File: config.mk
export PLATFORM = sky130hd
export DESIGN_NAME = cadr_alu_unit
export DESIGN_NICKNAME = d
export VERILOG_FILES = /design/src/hw/cadr_alu_pkg.sv /design/src/hw/alu_slice_181.sv /design/src/hw/alu_carry_182.sv /design/src/hw/alu_word.sv /design/src/hw/alu_shift_regs.sv /design/src/hw/alu_step_counter.sv /design/src/hw/alu_sequencer.sv /design/src/hw/cadr_alu_unit.sv
export SDC_FILE = /design/constraint.sdc
export NUM_CORES = 1
export LEC_CHECK = 0
export ABC_AREA = 1
export BUFFER_PORTS_ARGS = -buffer_cell sky130_fd_sc_hd__buf_4
export CAP_MARGIN = 20
export CORE_MARGIN = 2
export CORE_UTILIZATION = 30
export CTS_BUF_LIST = sky130_fd_sc_hd__clkbuf_8
export CTS_CLUSTER_SIZE = 28
export DETAILED_ROUTE_END_ITERATION = 6
export GPL_TIMING_DRIVEN = 0
export PLACE_DENSITY_LB_ADDON = 0.3
export SETUP_SLACK_MARGIN = 0.15
export SYNTH_ARGS = -nofsm -noshare
export SYNTH_HDL_FRONTEND = slang
export SYNTH_HIERARCHICAL = 1
export SYNTH_SLANG_ARGS = --single-unit
File: constraint.sdc
create_clock -name i_clk -period 6.41 [get_ports i_clk]
set_input_delay 1.282 -clock i_clk [delete_from_list [all_inputs] [get_ports i_clk]]
set_output_delay 1.282 -clock i_clk [all_outputs]
set_load 0.01 [all_outputs]
File: src/hw/cadr_alu_pkg.sv
// ------------------------------
// widths are fixed by the slices
// ------------------------------
package cadr_alu_pkg;

   // data path width
   localparam int WORD_W = 32;

   // one extra slice bit holds the sign of bit 31
   localparam int ALU_W = WORD_W + 1;

   // operation select on i_op
   localparam logic OP_ALU = 1'b0;
   localparam logic OP_MUL = 1'b1;

   // 181 function codes, active-high data
   // arithmetic mode, F = A plus B plus carry
   localparam logic [3:0] ALUF_ADD = 4'b1001;

   // logic mode, F = B
   localparam logic [3:0] ALUF_PASS_B = 4'b1010;

   // arithmetic mode, F = A minus B minus 1 plus carry
   localparam logic [3:0] ALUF_SUB = 4'b0110;

   // one step per multiplier bit
   localparam int MUL_STEPS = 32;

endpackage

File: src/hw/alu_slice_181.sv
`timescale 1ns/1ns
// ------------------------------
// active-high data, carries active low
// o_x, o_y are low-true P and G
// ------------------------------
module alu_slice_181 (
   input  logic [3:0] i_a,
   input  logic [3:0] i_b,
   input  logic [3:0] i_s,
   input  logic       i_m,
   input  logic       i_cin_n,
   output logic [3:0] o_f,
   output logic       o_x,
   output logic       o_y,
   output logic       o_cout_n,
   output logic       o_aeb
);

   logic [3:0] p;
   logic [3:0] g;
   logic [3:0] h;
   logic [4:0] c;

   // the part adds two selected terms of A and B
   // first term, also the bit propagate
   assign p = i_a | (i_b & {4{i_s[0]}}) | (~i_b & {4{i_s[1]}});

   // second term, also the bit generate
   assign g = (i_a & ~i_b & {4{i_s[2]}}) | (i_a & i_b & {4{i_s[3]}});

   // g never set without p, so p ^ g is the half sum
   assign h = p ^ g;

   // internal ripple, held active high
   always_comb begin
      c[0] = ~i_cin_n;
      for (int i = 0; i < 4; i++) begin
         c[i+1] = g[i] | (p[i] & c[i]);
      end
   end

   // logic mode ignores the carries
   assign o_f = i_m ? ~h : (h ^ c[3:0]);

   assign o_cout_n = ~c[4];

   // lookahead terms for the 182
   assign o_x = ~(&p);
   assign o_y = ~(g[3] |
                  (p[3] & g[2]) |
                  (p[3] & p[2] & g[1]) |
                  (p[3] & p[2] & p[1] & g[0]));

   // open-collector A=B on the part
   assign o_aeb = &o_f;

endmodule

File: src/hw/alu_carry_182.sv
`timescale 1ns/1ns
// ------------------------------
// all inputs and outputs low-true
// ------------------------------
module alu_carry_182 (
   input  logic [3:0] i_x,
   input  logic [3:0] i_y,
   input  logic       i_cin_n,
   output logic       o_c1_n,
   output logic       o_c2_n,
   output logic       o_c3_n,
   output logic       o_x,
   output logic       o_y
);

   logic [3:0] p;
   logic [3:0] g;
   logic       c0;

   // back to active high for the equations
   assign p  = ~i_x;
   assign g  = ~i_y;
   assign c0 = ~i_cin_n;

   assign o_c1_n = ~(g[0] | (p[0] & c0));

   assign o_c2_n = ~(g[1] |
                     (p[1] & g[0]) |
                     (p[1] & p[0] & c0));

   assign o_c3_n = ~(g[2] |
                     (p[2] & g[1]) |
                     (p[2] & p[1] & g[0]) |
                     (p[2] & p[1] & p[0] & c0));

   // group terms for the next lookahead level
   assign o_x = ~(&p);
   assign o_y = ~(g[3] |
                  (p[3] & g[2]) |
                  (p[3] & p[2] & g[1]) |
                  (p[3] & p[2] & p[1] & g[0]));

endmodule

File: src/hw/alu_word.sv
`timescale 1ns/1ns
// ------------------------------
// A input is i_m, B input is i_a
// carries come back from the 182s
// ------------------------------
module alu_word (
   input  logic [cadr_alu_pkg::WORD_W-1:0] i_a,
   input  logic [cadr_alu_pkg::WORD_W-1:0] i_m,
   input  logic [3:0]                      i_aluf,
   input  logic                            i_alumode,
   input  logic                            i_cin0,
   input  logic                            i_cin4_n,
   input  logic                            i_cin8_n,
   input  logic                            i_cin12_n,
   input  logic                            i_cin16_n,
   input  logic                            i_cin20_n,
   input  logic                            i_cin24_n,
   input  logic                            i_cin28_n,
   input  logic                            i_cin32_n,
   output logic [cadr_alu_pkg::ALU_W-1:0]  o_alu,
   output logic                            o_aeqm,
   output logic [7:0]                      o_x,
   output logic [7:0]                      o_y
);

   import cadr_alu_pkg::*;

   localparam int NSLICE = WORD_W / 4;

   logic [NSLICE-1:0] cin_n;
   logic [NSLICE-1:0] aeb;
   logic [3:0]        sign_f;

   // slice carry-ins, cin0 is the only active-high one
   assign cin_n = {i_cin28_n, i_cin24_n, i_cin20_n, i_cin16_n,
                   i_cin12_n, i_cin8_n, i_cin4_n, ~i_cin0};

   genvar gi;
   generate
      for (gi = 0; gi < NSLICE; gi++) begin : g_slice
         alu_slice_181 u_slice (
            .i_a      (i_m[4*gi +: 4]),
            .i_b      (i_a[4*gi +: 4]),
            .i_s      (i_aluf),
            .i_m      (i_alumode),
            .i_cin_n  (cin_n[gi]),
            .o_f      (o_alu[4*gi +: 4]),
            .o_x      (o_x[gi]),
            .o_y      (o_y[gi]),
            .o_cout_n (),
            .o_aeb    (aeb[gi])
         );
      end
   endgenerate

   // ninth slice works bit 31 again to give bit 32
   alu_slice_181 u_sign_slice (
      .i_a      ({3'b000, i_m[WORD_W-1]}),
      .i_b      ({3'b000, i_a[WORD_W-1]}),
      .i_s      (i_aluf),
      .i_m      (i_alumode),
      .i_cin_n  (i_cin32_n),
      .o_f      (sign_f),
      .o_x      (),
      .o_y      (),
      .o_cout_n (),
      .o_aeb    ()
   );

   assign o_alu[ALU_W-1] = sign_f[0];

   // wired-AND of the eight A=B outputs
   assign o_aeqm = &aeb;

endmodule

File: src/hw/alu_shift_regs.sv
`timescale 1ns/1ns
// ------------------------------
// load, capture and shift are one-hot
// ------------------------------
module alu_shift_regs (
   input  logic                            i_clk,
   input  logic                            i_rst_n,
   input  logic                            i_load_alu,
   input  logic                            i_load_mul,
   input  logic                            i_capture,
   input  logic                            i_shift,
   input  logic [cadr_alu_pkg::WORD_W-1:0] i_a,
   input  logic [cadr_alu_pkg::WORD_W-1:0] i_m,
   input  logic [cadr_alu_pkg::ALU_W-1:0]  i_alu,
   input  logic                            i_aeqm,
   output logic [cadr_alu_pkg::ALU_W-1:0]  o_acc,
   output logic [cadr_alu_pkg::WORD_W-1:0] o_q,
   output logic [cadr_alu_pkg::WORD_W-1:0] o_mreg,
   output logic                            o_aeqm
);

   import cadr_alu_pkg::*;

   always_ff @(posedge i_clk or negedge i_rst_n) begin
      if (!i_rst_n) begin
         o_acc  <= '0;
         o_q    <= '0;
         o_mreg <= '0;
         o_aeqm <= 1'b0;
      end else if (i_load_alu) begin
         // operand A sits in the accumulator as the B input
         o_acc  <= {i_a[WORD_W-1], i_a};
         o_q    <= '0;
         o_mreg <= i_m;
         o_aeqm <= 1'b0;
      end else if (i_load_mul) begin
         // multiplier goes to Q, partial product starts at zero
         o_acc  <= '0;
         o_q    <= i_a;
         o_mreg <= i_m;
         o_aeqm <= 1'b0;
      end else if (i_capture) begin
         o_acc  <= i_alu;
         o_aeqm <= i_aeqm;
      end else if (i_shift) begin
         // acc and Q shift right as one 65-bit word
         o_acc <= {i_alu[ALU_W-1], i_alu[ALU_W-1:1]};
         o_q   <= {i_alu[0], o_q[WORD_W-1:1]};
      end
   end

endmodule

File: src/hw/alu_step_counter.sv
`timescale 1ns/1ns
// ------------------------------
// o_last high on the final step
// ------------------------------
module alu_step_counter (
   input  logic i_clk,
   input  logic i_rst_n,
   input  logic i_load,
   input  logic i_step,
   output logic o_last
);

   import cadr_alu_pkg::*;

   localparam int CNT_W = $clog2(MUL_STEPS);

   logic [CNT_W-1:0] count;

   always_ff @(posedge i_clk or negedge i_rst_n) begin
      if (!i_rst_n) begin
         count <= '0;
      end else if (i_load) begin
         count <= CNT_W'(MUL_STEPS - 1);
      end else if (i_step) begin
         // wraps after the last step, reloaded on next start
         count <= count - 1'b1;
      end
   end

   assign o_last = (count == '0);

endmodule

File: src/hw/alu_sequencer.sv
`timescale 1ns/1ns
// ------------------------------
// i_start is ignored unless idle
// ------------------------------
module alu_sequencer (
   input  logic       i_clk,
   input  logic       i_rst_n,
   input  logic       i_start,
   input  logic       i_op,
   input  logic [3:0] i_aluf,
   input  logic       i_alumode,
   input  logic       i_cin0,
   input  logic       i_q0,
   input  logic       i_last,
   output logic [3:0] o_aluf,
   output logic       o_alumode,
   output logic       o_cin0,
   output logic       o_load_alu,
   output logic       o_load_mul,
   output logic       o_capture,
   output logic       o_shift,
   output logic       o_cnt_load,
   output logic       o_step,
   output logic       o_busy,
   output logic       o_done
);

   import cadr_alu_pkg::*;

   localparam logic [1:0] ST_IDLE = 2'd0;
   localparam logic [1:0] ST_ALU  = 2'd1;
   localparam logic [1:0] ST_MUL  = 2'd2;
   localparam logic [1:0] ST_DONE = 2'd3;

   logic [1:0] state;
   logic [1:0] state_nxt;
   logic [3:0] aluf_q;
   logic       alumode_q;
   logic       cin0_q;
   logic       accept;

   assign accept = (state == ST_IDLE) && i_start;

   always_ff @(posedge i_clk or negedge i_rst_n) begin
      if (!i_rst_n) begin
         state     <= ST_IDLE;
         aluf_q    <= '0;
         alumode_q <= 1'b0;
         cin0_q    <= 1'b0;
      end else begin
         state <= state_nxt;
         // function held for the single ALU cycle
         if (accept) begin
            aluf_q    <= i_aluf;
            alumode_q <= i_alumode;
            cin0_q    <= i_cin0;
         end
      end
   end

   always_comb begin
      state_nxt = state;
      case (state)
         ST_IDLE: begin
            if (i_start) begin
               state_nxt = (i_op == OP_MUL) ? ST_MUL : ST_ALU;
            end
         end
         ST_ALU:  state_nxt = ST_DONE;
         ST_MUL: begin
            if (i_last) begin
               state_nxt = ST_DONE;
            end
         end
         default: state_nxt = ST_IDLE;
      endcase
   end

   // multiply step: add multiplicand if Q bit 0 set, else pass acc
   always_comb begin
      if (state == ST_MUL) begin
         o_aluf    = i_q0 ? ALUF_ADD : ALUF_PASS_B;
         o_alumode = ~i_q0;
         o_cin0    = 1'b0;
      end else begin
         o_aluf    = aluf_q;
         o_alumode = alumode_q;
         o_cin0    = cin0_q;
      end
   end

   assign o_load_alu = accept && (i_op == OP_ALU);
   assign o_load_mul = accept && (i_op == OP_MUL);
   assign o_cnt_load = o_load_mul;
   assign o_capture  = (state == ST_ALU);
   assign o_shift    = (state == ST_MUL);
   assign o_step     = (state == ST_MUL);
   assign o_busy     = (state != ST_IDLE);
   assign o_done     = (state == ST_DONE);

endmodule

File: src/hw/cadr_alu_unit.sv
`timescale 1ns/1ns
// ------------------------------
// ALU op takes 2 cycles, multiply 33
// ------------------------------
module cadr_alu_unit (
   input  logic                            i_clk,
   input  logic                            i_rst_n,
   input  logic                            i_start,
   input  logic                            i_op,
   input  logic [3:0]                      i_aluf,
   input  logic                            i_alumode,
   input  logic                            i_cin0,
   input  logic [cadr_alu_pkg::WORD_W-1:0] i_a,
   input  logic [cadr_alu_pkg::WORD_W-1:0] i_m,
   output logic                            o_busy,
   output logic                            o_done,
   output logic [cadr_alu_pkg::ALU_W-1:0]  o_acc,
   output logic [cadr_alu_pkg::WORD_W-1:0] o_q,
   output logic                            o_aeqm
);

   import cadr_alu_pkg::*;

   logic [3:0]        seq_aluf;
   logic              seq_alumode;
   logic              seq_cin0;
   logic              load_alu;
   logic              load_mul;
   logic              capture;
   logic              shift;
   logic              cnt_load;
   logic              step;
   logic              last;
   logic [WORD_W-1:0] mreg;
   logic [ALU_W-1:0]  alu;
   logic              alu_aeqm;
   logic [7:0]        alu_x;
   logic [7:0]        alu_y;
   logic              c4_n;
   logic              c8_n;
   logic              c12_n;
   logic              c16_n;
   logic              c20_n;
   logic              c24_n;
   logic              c28_n;
   logic              c32_n;
   logic              lo_x;
   logic              lo_y;
   logic              hi_x;
   logic              hi_y;

   alu_sequencer u_sequencer (
      .i_clk      (i_clk),
      .i_rst_n    (i_rst_n),
      .i_start    (i_start),
      .i_op       (i_op),
      .i_aluf     (i_aluf),
      .i_alumode  (i_alumode),
      .i_cin0     (i_cin0),
      .i_q0       (o_q[0]),
      .i_last     (last),
      .o_aluf     (seq_aluf),
      .o_alumode  (seq_alumode),
      .o_cin0     (seq_cin0),
      .o_load_alu (load_alu),
      .o_load_mul (load_mul),
      .o_capture  (capture),
      .o_shift    (shift),
      .o_cnt_load (cnt_load),
      .o_step     (step),
      .o_busy     (o_busy),
      .o_done     (o_done)
   );

   alu_step_counter u_step_counter (
      .i_clk   (i_clk),
      .i_rst_n (i_rst_n),
      .i_load  (cnt_load),
      .i_step  (step),
      .o_last  (last)
   );

   alu_shift_regs u_shift_regs (
      .i_clk      (i_clk),
      .i_rst_n    (i_rst_n),
      .i_load_alu (load_alu),
      .i_load_mul (load_mul),
      .i_capture  (capture),
      .i_shift    (shift),
      .i_a        (i_a),
      .i_m        (i_m),
      .i_alu      (alu),
      .i_aeqm     (alu_aeqm),
      .o_acc      (o_acc),
      .o_q        (o_q),
      .o_mreg     (mreg),
      .o_aeqm     (o_aeqm)
   );

   // B side is the accumulator, A side the multiplicand
   alu_word u_alu_word (
      .i_a       (o_acc[WORD_W-1:0]),
      .i_m       (mreg),
      .i_aluf    (seq_aluf),
      .i_alumode (seq_alumode),
      .i_cin0    (seq_cin0),
      .i_cin4_n  (c4_n),
      .i_cin8_n  (c8_n),
      .i_cin12_n (c12_n),
      .i_cin16_n (c16_n),
      .i_cin20_n (c20_n),
      .i_cin24_n (c24_n),
      .i_cin28_n (c28_n),
      .i_cin32_n (c32_n),
      .o_alu     (alu),
      .o_aeqm    (alu_aeqm),
      .o_x       (alu_x),
      .o_y       (alu_y)
   );

   // slices 0 to 3
   alu_carry_182 u_carry_lo (
      .i_x     (alu_x[3:0]),
      .i_y     (alu_y[3:0]),
      .i_cin_n (~seq_cin0),
      .o_c1_n  (c4_n),
      .o_c2_n  (c8_n),
      .o_c3_n  (c12_n),
      .o_x     (lo_x),
      .o_y     (lo_y)
   );

   // second level, unused inputs tied inactive high
   alu_carry_182 u_carry_mid (
      .i_x     ({2'b11, hi_x, lo_x}),
      .i_y     ({2'b11, hi_y, lo_y}),
      .i_cin_n (~seq_cin0),
      .o_c1_n  (c16_n),
      .o_c2_n  (c32_n),
      .o_c3_n  (),
      .o_x     (),
      .o_y     ()
   );

   // slices 4 to 7
   alu_carry_182 u_carry_hi (
      .i_x     (alu_x[7:4]),
      .i_y     (alu_y[7:4]),
      .i_cin_n (c16_n),
      .o_c1_n  (c20_n),
      .o_c2_n  (c24_n),
      .o_c3_n  (c28_n),
      .o_x     (hi_x),
      .o_y     (hi_y)
   );

endmodule

==> results of run 1 <==
## registers in the layout, indices dropped and copies added (netlist names)
signal / count
u_shift_regs/o_aeqm: 1
u_step_counter/count: 5
u_sequencer/aluf_q: 4
u_sequencer/alumode_q: 1
u_shift_regs/o_acc: 33
u_shift_regs/o_mreg: 32
u_sequencer/state: 2
u_shift_regs/o_q: 32
u_sequencer/cin0_q: 1
## cell usage in the layout (no fill, tap or decap), drive strengths merged, types with 2 or more instances in the layout
| cell | instances |
|---|---|
| o21ai | 41 |
| nand3 | 105 |
| nand4 | 25 |
| dfrtp | 111 |
| o211ai | 16 |
| or2 | 2 |
| ha | 6 |
| buf | 180 |
| o221ai | 8 |
| a21oi | 28 |
| o21bai | 8 |
| clkbuf | 20 |
| inv | 202 |
| nor2 | 140 |
| clkinv | 2 |
| nand2 | 688 |
| xor2 | 9 |
| nor3b | 8 |
| nor3 | 3 |
## metal layers
metal | track usage [%] | share of wire (%) | vias to the layer above
met5 | 0 | 0 | -
met4 | 3.59 | 1.2 | 0
met3 | 2.59 | 4.2 | 21
met2 | 31.2 | 47 | 204
met1 | 25.2 | 48 | 4266
li1 | - | - | 4744
## layout make-up
cell class                      count  area [um^2]
Multi-Input combinational cell   1090         5250
Sequential cell                   111         2780
Timing Repair Buffer              145         1150
Inverter                          198          743
Tap cell                          390          488
Clock inverter                      7         52.6
Buffer                             46          256
Clock buffer                        9          124
Fill cell                        3291        18800
## worst min path at each step
stage,startpoint,endpoint,slack (ns),depth (start not counted)
global route,u_shift_regs/o_mreg[20]$_DFFE_PN0P_,u_shift_regs/o_mreg[20]$_DFFE_PN0P_,0.51,2
detailed placement,u_sequencer/aluf_q[0]$_DFFE_PN0P_,u_sequencer/aluf_q[0]$_DFFE_PN0P_,0.46,2
finish,u_shift_regs/o_mreg[15]$_DFFE_PN0P_,u_shift_regs/o_mreg[15]$_DFFE_PN0P_,0.49,2
floorplan,u_sequencer/aluf_q[3]$_DFFE_PN0P_,u_sequencer/aluf_q[3]$_DFFE_PN0P_,0.43,2
global placement,u_sequencer/aluf_q[3]$_DFFE_PN0P_,u_sequencer/aluf_q[3]$_DFFE_PN0P_,0.45,2
CTS,u_shift_regs/o_mreg[15]$_DFFE_PN0P_,u_shift_regs/o_mreg[15]$_DFFE_PN0P_,0.50,2
## worst max-delay path, delay by kind of cell (launching register included)
kind,cells,cell delay (ns)
buf+inv,7,0.86
fa+ha+maj,1,0.46
simple gates,16,1.60
compound gates,9,1.59
flops,1,0.46
## per-stage QoR
step / instance area [um^2] / setup slack (ns) / cells / hold WS, ns
2_1_floorplan: 9010 / 1.76 / 1445 / 0.434
3_3_place_gp: 10600 / 0.0992 / 1976 / 0.446
3_5_place_dp: 10600 / 1.17 / 1979 / 0.464
4_1_cts: 10800 / 1.10 / 1995 / 0.495
5_1_grt: 10800 / 0.757 / 1996 / 0.514
6_report: 10800 / 1.36 / 1996 / 0.490
==> metrics.csv, run 1 <==
metric,value,unit
Post-Syn Instances,1445,
Crit path required time,6.75,ns
via count of the first global-routing pass,8717,
FP Rows,63,
Max stage delay on crit path,0.46,ns
Final Critical Period,5.05,ns
vias per inst,4.63,
R2R Setup Slk,1.36,ns
I/O pins,142,
Final period util,78.8,%
f_max,0.198,GHz
Core Box Area,29600,um^2
Final ANT Viol Nets,0,
diode count,0,
TritonCTS clock tree,yes,
Die W,177,um
syn avg cell area,6.24,um^2
share of cells above drive strength 1,23.7,%
RSZ-0062 raised after global routing,no,
die height,177,um
largest net degree at the start of global routing,89,
worst skew pair latency,0.40,ns
grt total ovfl,0,
wire per inst,14.3,um
Post-DP HPWL,22.0,mm
initial core utilization,30.4,%
Worst setup endpoint,u_shift_regs/o_aeqm$_DFFE_PN0P_,
PortBufs,141,
GP Congestion,0.826,
GRT Util Overall,18.5,%
skew final,0.0166,ns
synthesized cell area,9010,um^2
Worst-path clk slew,0.13,ns
CP Data Arrival Time,5.39,ns
Slew @ Worst Pin,0.981,ns
worst hold-check path type,flop to flop,
final-report max-slew violation count,0,
post-CTS sizing,0,
setup bufs post-CTS,0,
CP Launch Point,u_sequencer/state[0]$_DFFE_PN0P_,
status,"finished, final reports clean",
final net count,1681,
crit path launch type,flop,
H-Tree Depth,3,
DRT Wirelength,28.6,mm
Post-CTS Hold Buffers,0,
most used cell along the critical path,nand2_1,
Crit Path Category,flop to flop,
r2r worst-path depth,33,
initial antenna violation count,0,
FF-to-FF Start,u_sequencer/state[0]$_DFFE_PN0P_,
max cap viols,0,
setup_tns,0,ns
Clock Tree Buf Depth,2,
First-pass DRT Iterations,7,
final setup violating endpoints,0,
capturing element type of the critical path,flop,
reg2reg end,u_shift_regs/o_aeqm$_DFFE_PN0P_,
Area Overhead vs Synth,20.2,%
final hold violation count,0,
Root Driver,clkbuf_8,
CP max FO,21,
Slew HR,34.6,%
slowest CP cell,dfrtp_1,
DRC,0,
CTS buffer count,9,
Die ar.,31500,um^2
Yosys warning total,6,
Clock Sinks,111,
DR iter-0 viols,595,
first-pass GRT wire length,46.0,mm
Layout Utilization,36.6,%
Vias,9235,
post-synthesis net count,1525,
Power of run 1 is left out: the tool's default activity adds up to more than one toggle a clock period on the data nets, which glitch-free logic cannot reach.
==> run 2, diff against run 1 <==
- clock period: 6.41 -> 5.3 ns (I/O delays scaled with it)
==> metrics.csv, run 2 (synthesis results as in run 1) <==
metric,value,unit,change
Biggest register,u_shift_regs/o_acc,,
worst skew pair latency,0.40,ns,about the same
Clock Tree Buf Depth,2,,unchanged
Crit path required time,5.63,ns,-1.12 ns
CTS buffer count,9,,unchanged
slowest CP cell,dfrtp_1,,
final net count,1680,,-0.059%
DR iter-0 viols,607,,+2.0%
Hold Slack,0.489,ns,-0.000752 ns
Root Driver,clkbuf_8,,
post-route setup slack,0.726,ns,-0.633 ns
"most common cell after layout, fill and taps aside",nand2_1,,
Post-Layout Cell Count,1995,,-0.050%
DP Area,10600,um^2,unchanged
CP max FO,21,,unchanged
GRT Util Overall,18.5,%,unchanged
Max stage delay on crit path,0.46,ns,about the same
Final ANT Viol Nets,0,,unchanged
GP Congestion,0.826,,unchanged
Final Critical Period,4.57,ns,-0.477 ns
kind of cell adding the most delay to the critical path,simple AND/OR/NAND/NOR gates,,
Clock Sinks,111,,unchanged
worst hold-check path type,flop to flop,,
most used cell along the critical path,nand2_1,,
Core Box Area,29600,um^2,unchanged
largest net degree at the start of global routing,89,,unchanged
final-report max-slew violation count,0,,unchanged
capturing element type of the critical path,flop,,
grt total ovfl,0,,unchanged
initial antenna violation count,0,,unchanged
Crit path depth,33,,unchanged
RSZ-0062 raised after global routing,no,,
Die ar.,31500,um^2,unchanged
status,"finished, final reports clean",,
"commonest cells after routing, fill and taps aside","610 x nand2_1, 183 x inv_1, 151 x buf_4",,
Final period util,86.3,%,+7.5 points
r2r worst-path depth,33,,unchanged
Slew HR,34.5,%,-0.085 points
Worst Path Buf+Inv,7,,unchanged
PortBufs,141,,unchanged
worst slack at placement,0.0589,ns,-1.11 ns
H-Tree Depth,3,,unchanged
Die W,177,um,unchanged
vias per inst,4.61,,-0.34%
share of cells above drive strength 1,24.0,%,+0.26 points
TritonCTS clock tree,yes,,
Crit Path Category,flop to flop,,
hold path cells,2,,unchanged
DRC,0,,unchanged
fin area,10800,um^2,about the same
initial core utilization,30.4,%,unchanged
Area Overhead vs Synth,20.3,%,about the same
wire per inst,14.4,um,+0.11%
Slew @ Worst Pin,0.980,ns,-0.00110 ns
I/O pins,142,,unchanged
FP Rows,63,,unchanged
CP Data Arrival Time,4.91,ns,-0.48 ns
skew final,0.0176,ns,+0.000929 ns
f_max,0.219,GHz,+10%
Largest regs,"u_shift_regs/o_acc x33, u_shift_regs/o_mreg x32, u_shift_regs/o_q x32",,
Largest register FFs,33,,unchanged
Inst Count DP,1979,,unchanged
final hold violation count,0,,unchanged
diode count,0,,unchanged
first-pass GRT wire length,46.0,mm,unchanged
Worst-path clk slew,0.13,ns,about the same
Vias,9199,,-0.39%
crit path launch type,flop,,
final setup violating endpoints,0,,unchanged
DRT Wirelength,28.6,mm,about the same
Post-DP HPWL,22.0,mm,unchanged
max cap viols,0,,unchanged
via count of the first global-routing pass,8717,,unchanged
die height,177,um,unchanged
First-pass DRT Iterations,4,,-3
[run 2: changes by cell type in the layout (fill, tap and decap cells not counted), sizes merged]
cell,before,now
buf,180,179
[run 2: routing by layer]
layer	up-vias	global-route usage, %	share of wire (%)
li1	4741	-	-
met2	188	31.2	47
met3	21	2.59	4.0
met1	4249	25.2	47
met4	0	3.59	1.3
met5	-	0	0
[run 2: worst paths after layout]
| kind | start | endpoint | slack [ns] |
|---|---|---|---|
| worst min register to register | u_shift_regs/o_mreg[15]$_DFFE_PN0P_ | u_shift_regs/o_mreg[15]$_DFFE_PN0P_ | 0.49 |
| worst min-delay path | u_shift_regs/o_mreg[15]$_DFFE_PN0P_ | u_shift_regs/o_mreg[15]$_DFFE_PN0P_ | 0.49 |
| worst max-delay path | u_sequencer/state[0]$_DFFE_PN0P_ | u_shift_regs/o_aeqm$_DFFE_PN0P_ | 0.73 |
| worst max register to register | u_sequencer/state[0]$_DFFE_PN0P_ | u_shift_regs/o_aeqm$_DFFE_PN0P_ | 0.73 |
| max in group asynchronous | i_rst_n | u_shift_regs/o_mreg[3]$_DFFE_PN0P_ | 4.05 |
| min in group asynchronous | i_rst_n | u_shift_regs/o_mreg[19]$_DFFE_PN0P_ | 0.50 |
[run 2: per-stage QoR]
step	utilization (%)	setup TNS [ns]
after floorplan	-	0
after global placement	35.6	-13.33
after detailed placement	35.9	0
after CTS	36.5	0
after global routing	36.6	0
final	36.6	0
[run 2: timing repair]
| action | in CTS | in global routing |
|---|---|---|
| hold buffers | 0 | 0 |
| gates resized for setup | 1 | 6 |
| setup buffers | 0 | 0 |
| setup endpoints to repair | 3 | 10 |
[run 2: tightest hold or removal path: cells and delay by family (launching register included)]
family	cells	cell delay, ns
simple gates	2	0.10
flops	1	0.36
[run 2: cell type report]
cell class | instances | area [um^2]
clock inverters | 7 | 52.6
repair buffers | 144 | 1140
flip-flops and latches | 111 | 2780
multi-input cells | 1090 | 5270
well taps | 390 | 488
clock buffers | 9 | 124
inverters | 198 | 743
plain buffers | 46 | 256
fillers | 3286 | 18800
Power of run 2 is left out for the same reason.
==> run 3, diff against run 2 <==
- SYNTH_HIERARCHICAL: 1 -> default
==> metrics.csv, run 3 <==
metric,value,unit,change
initial core utilization,30.5,%,+0.087 points
Final Critical Period,3.79,ns,-0.786 ns
DR iter-0 viols,612,,+0.82%
ys async rst share,100,%,
PortBufs,141,,unchanged
Post-DP HPWL,23.6,mm,+7.6%
FP Rows,59,,-6.3%
Worst Path Buf+Inv,3,,-4
register area share after synthesis,35.0,%,
final net count,1417,,-16%
syn avg cell area,6.70,um^2,+7.4%
CP Data Arrival Time,4.14,ns,-0.77 ns
I/O pins,142,,unchanged
synthesized cell area,7930,um^2,-12%
"most common cell after layout, fill and taps aside",nand2_1,,
"commonest cells after routing, fill and taps aside","325 x nand2_1, 151 x inv_1, 144 x buf_4",,
"Cell Chain, Critical Path",inv_1 > ha_1 > nor2_1 > buf_4 > buf_4 > nor2_1 > nor3_1 > a21boi_1 > nand3_1 > nand2_1 > nand2_1 > nor2_1 > nand3_2 > nand3_2 > nand2_2 > nand2_1 > nand2_1 > nand2_1 > nand2_1 > nand3_1 > nor2_1 > nand3_1 > nand2_1,,
final hold violation count,0,,unchanged
post-route setup slack,1.51,ns,+0.786 ns
most used cell along the critical path,nand2_1,,
via count of the first global-routing pass,8182,,-6.1%
Worst-path clk slew,0.11,ns,-0.02 ns
post-synthesis net count,1264,,-17%
Die ar.,27700,um^2,-12%
Inst Count DP,1660,,-16%
synth top area cells,"dfrtp_1 35%, nand2_1 15%, inv_1 7.2%, nor2_1 6.4%, nand3_1 5.3%",,
worst slack at placement,1.57,ns,+1.51 ns
Core Box Area,26000,um^2,-12%
CTS buffer count,9,,unchanged
f_max,0.264,GHz,+21%
worst hold-check path type,flop to flop,,
worst skew pair latency,0.41,ns,about the same
Max stage delay on crit path,0.48,ns,+0.02 ns
vias per inst,5.13,,+11%
most common cell in the netlist,nand2_1,,
RSZ-0062 raised after global routing,no,,
Post-Syn Instances,1183,,-18%
Final ANT Viol Nets,0,,unchanged
capturing element type of the critical path,flop,,
Root Driver,clkbuf_8,,
CP max FO,10,,-52%
Biggest register,u_shift_regs.o_acc,,
status,"finished, final reports clean",,
final-report max-slew violation count,0,,unchanged
diode count,0,,unchanged
die height,167,um,-6.1%
max cap viols,0,,unchanged
wire per inst,18.3,um,+27%
post-CTS sizing,0,,-1
largest net degree at the start of global routing,73,,-18%
Yosys warning total,0,,-6
setup bufs post-CTS,0,,unchanged
H-Tree Depth,3,,unchanged
crit path launch type,flop,,
Vias,8593,,-6.6%
Slew @ Worst Pin,0.870,ns,-0.110 ns
Post-Layout Cell Count,1674,,-16%
first-pass GRT wire length,47.2,mm,+2.5%
Largest regs,"u_shift_regs.o_acc x33, u_shift_regs.o_mreg x32, u_shift_regs.o_q x32",,
kind of cell adding the most delay to the critical path,simple AND/OR/NAND/NOR gates,,
Final period util,71.5,%,-15 points
DRC,0,,unchanged
Area Overhead vs Synth,21.7,%,
grt total ovfl,0,,unchanged
TritonCTS clock tree,yes,,
Hold Slack,0.500,ns,+0.0107 ns
"EDFF count, synth",0,,
prevailing post-synth register cell,dfrtp_1,,
final setup violating endpoints,0,,unchanged
Post-CTS Hold Buffers,0,,unchanged
Largest register FFs,33,,unchanged
Clock Sinks,111,,unchanged
GP Congestion,0.935,,+13%
skew final,0.0134,ns,-0.00419 ns
setup_tns,0,ns,unchanged
slowest CP cell,nor2_1,,
"area leader, netlist",dfrtp_1,,
share of cells above drive strength 1,16.4,%,-7.6 points
Slew HR,42.0,%,+7.5 points
Synth top cells by count,"325 x nand2_1, 151 x inv_1, 136 x nor2_1, 111 x dfrtp_1, 84 x nand3_1",,
Synth cell types,52,,
Clock Tree Buf Depth,2,,unchanged
Crit Path Category,flop to flop,,
initial antenna violation count,0,,unchanged
Crit path required time,5.65,ns,+0.02 ns
Die W,167,um,-6.1%
First-pass DRT Iterations,5,,+1
Synth top area share,35.0,%,
DRT Wirelength,30.6,mm,+6.8%
#FFs+latches synth,111,,
GRT Util Overall,21.8,%,+3.4 points
-- run 3: cells by family (layout without fill, tap and decap cells) --
family                   after synthesis  in the layout  share of synthesized area, %
flip-flops                           111            111                          35.0
AO/OA/AOI/OAI                        221            221                          18.0
XOR/XNOR                               7              7                         0.773
adder cells (fa/ha/maj)                7              7                          1.10
buffers and inverters                214            370                          11.0
AND/OR/NAND/NOR                      623            623                          34.1
-- run 3: worst paths after layout --
check                                                       to  cells past startpoint  slack (ns)                             start
min reg2reg                    u_shift_regs.o_aeqm$_DFFE_PN0P_                      2        0.50   u_shift_regs.o_aeqm$_DFFE_PN0P_
min in group asynchronous  u_shift_regs.o_mreg[19]$_DFFE_PN0P_                      1        0.56                           i_rst_n
max in group asynchronous       u_sequencer.cin0_q$_DFFE_PN0P_                      2        3.99                           i_rst_n
min                            u_shift_regs.o_aeqm$_DFFE_PN0P_                      2        0.50   u_shift_regs.o_aeqm$_DFFE_PN0P_
max                            u_shift_regs.o_aeqm$_DFFE_PN0P_                     23        1.51  u_sequencer.state[0]$_DFFE_PN0P_
max reg2reg                    u_shift_regs.o_aeqm$_DFFE_PN0P_                     23        1.51  u_sequencer.state[0]$_DFFE_PN0P_
-- run 3: worst reg2reg max path: cells and delay by family (launching register included) --
family	cells	cell delay, ns
AO/OA/AOI/OAI	1	0.13
flip-flops	1	0.42
buffers and inverters	3	0.66
adder cells (fa/ha/maj)	1	0.28
AND/OR/NAND/NOR	18	2.27
-- run 3: metal layers --
| metal | part of all wire [%] | GRT usage [%] | wire length, um |
|---|---|---|---|
| met1 | 47 | 30.8 | 14500 |
| met2 | 43 | 33.5 | 13200 |
| met3 | 7.4 | 4.59 | 2250 |
| met4 | 2.1 | 6.82 | 651 |
| met5 | 0 | 0 | 0 |
-- run 3: metrics by stage --
step | cell area (um^2) | utilization, %
detailed placement | 9440 | 36.3
global route | 9640 | 37.1
global placement | 9400 | 36.2
floorplan | 7930 | -
finish | 9640 | 37.1
CTS | 9640 | 37.1
-- run 3: layout make-up --
class	count	area, um^2
fillers	2874	16300
clock inverters	5	85.1
clock buffers	9	124
inverters	161	612
repair buffers	142	1090
plain buffers	53	263
flip-flops and latches	111	2780
multi-input cells	858	4270
well taps	335	419
Power of run 3 is left out for the same reason.
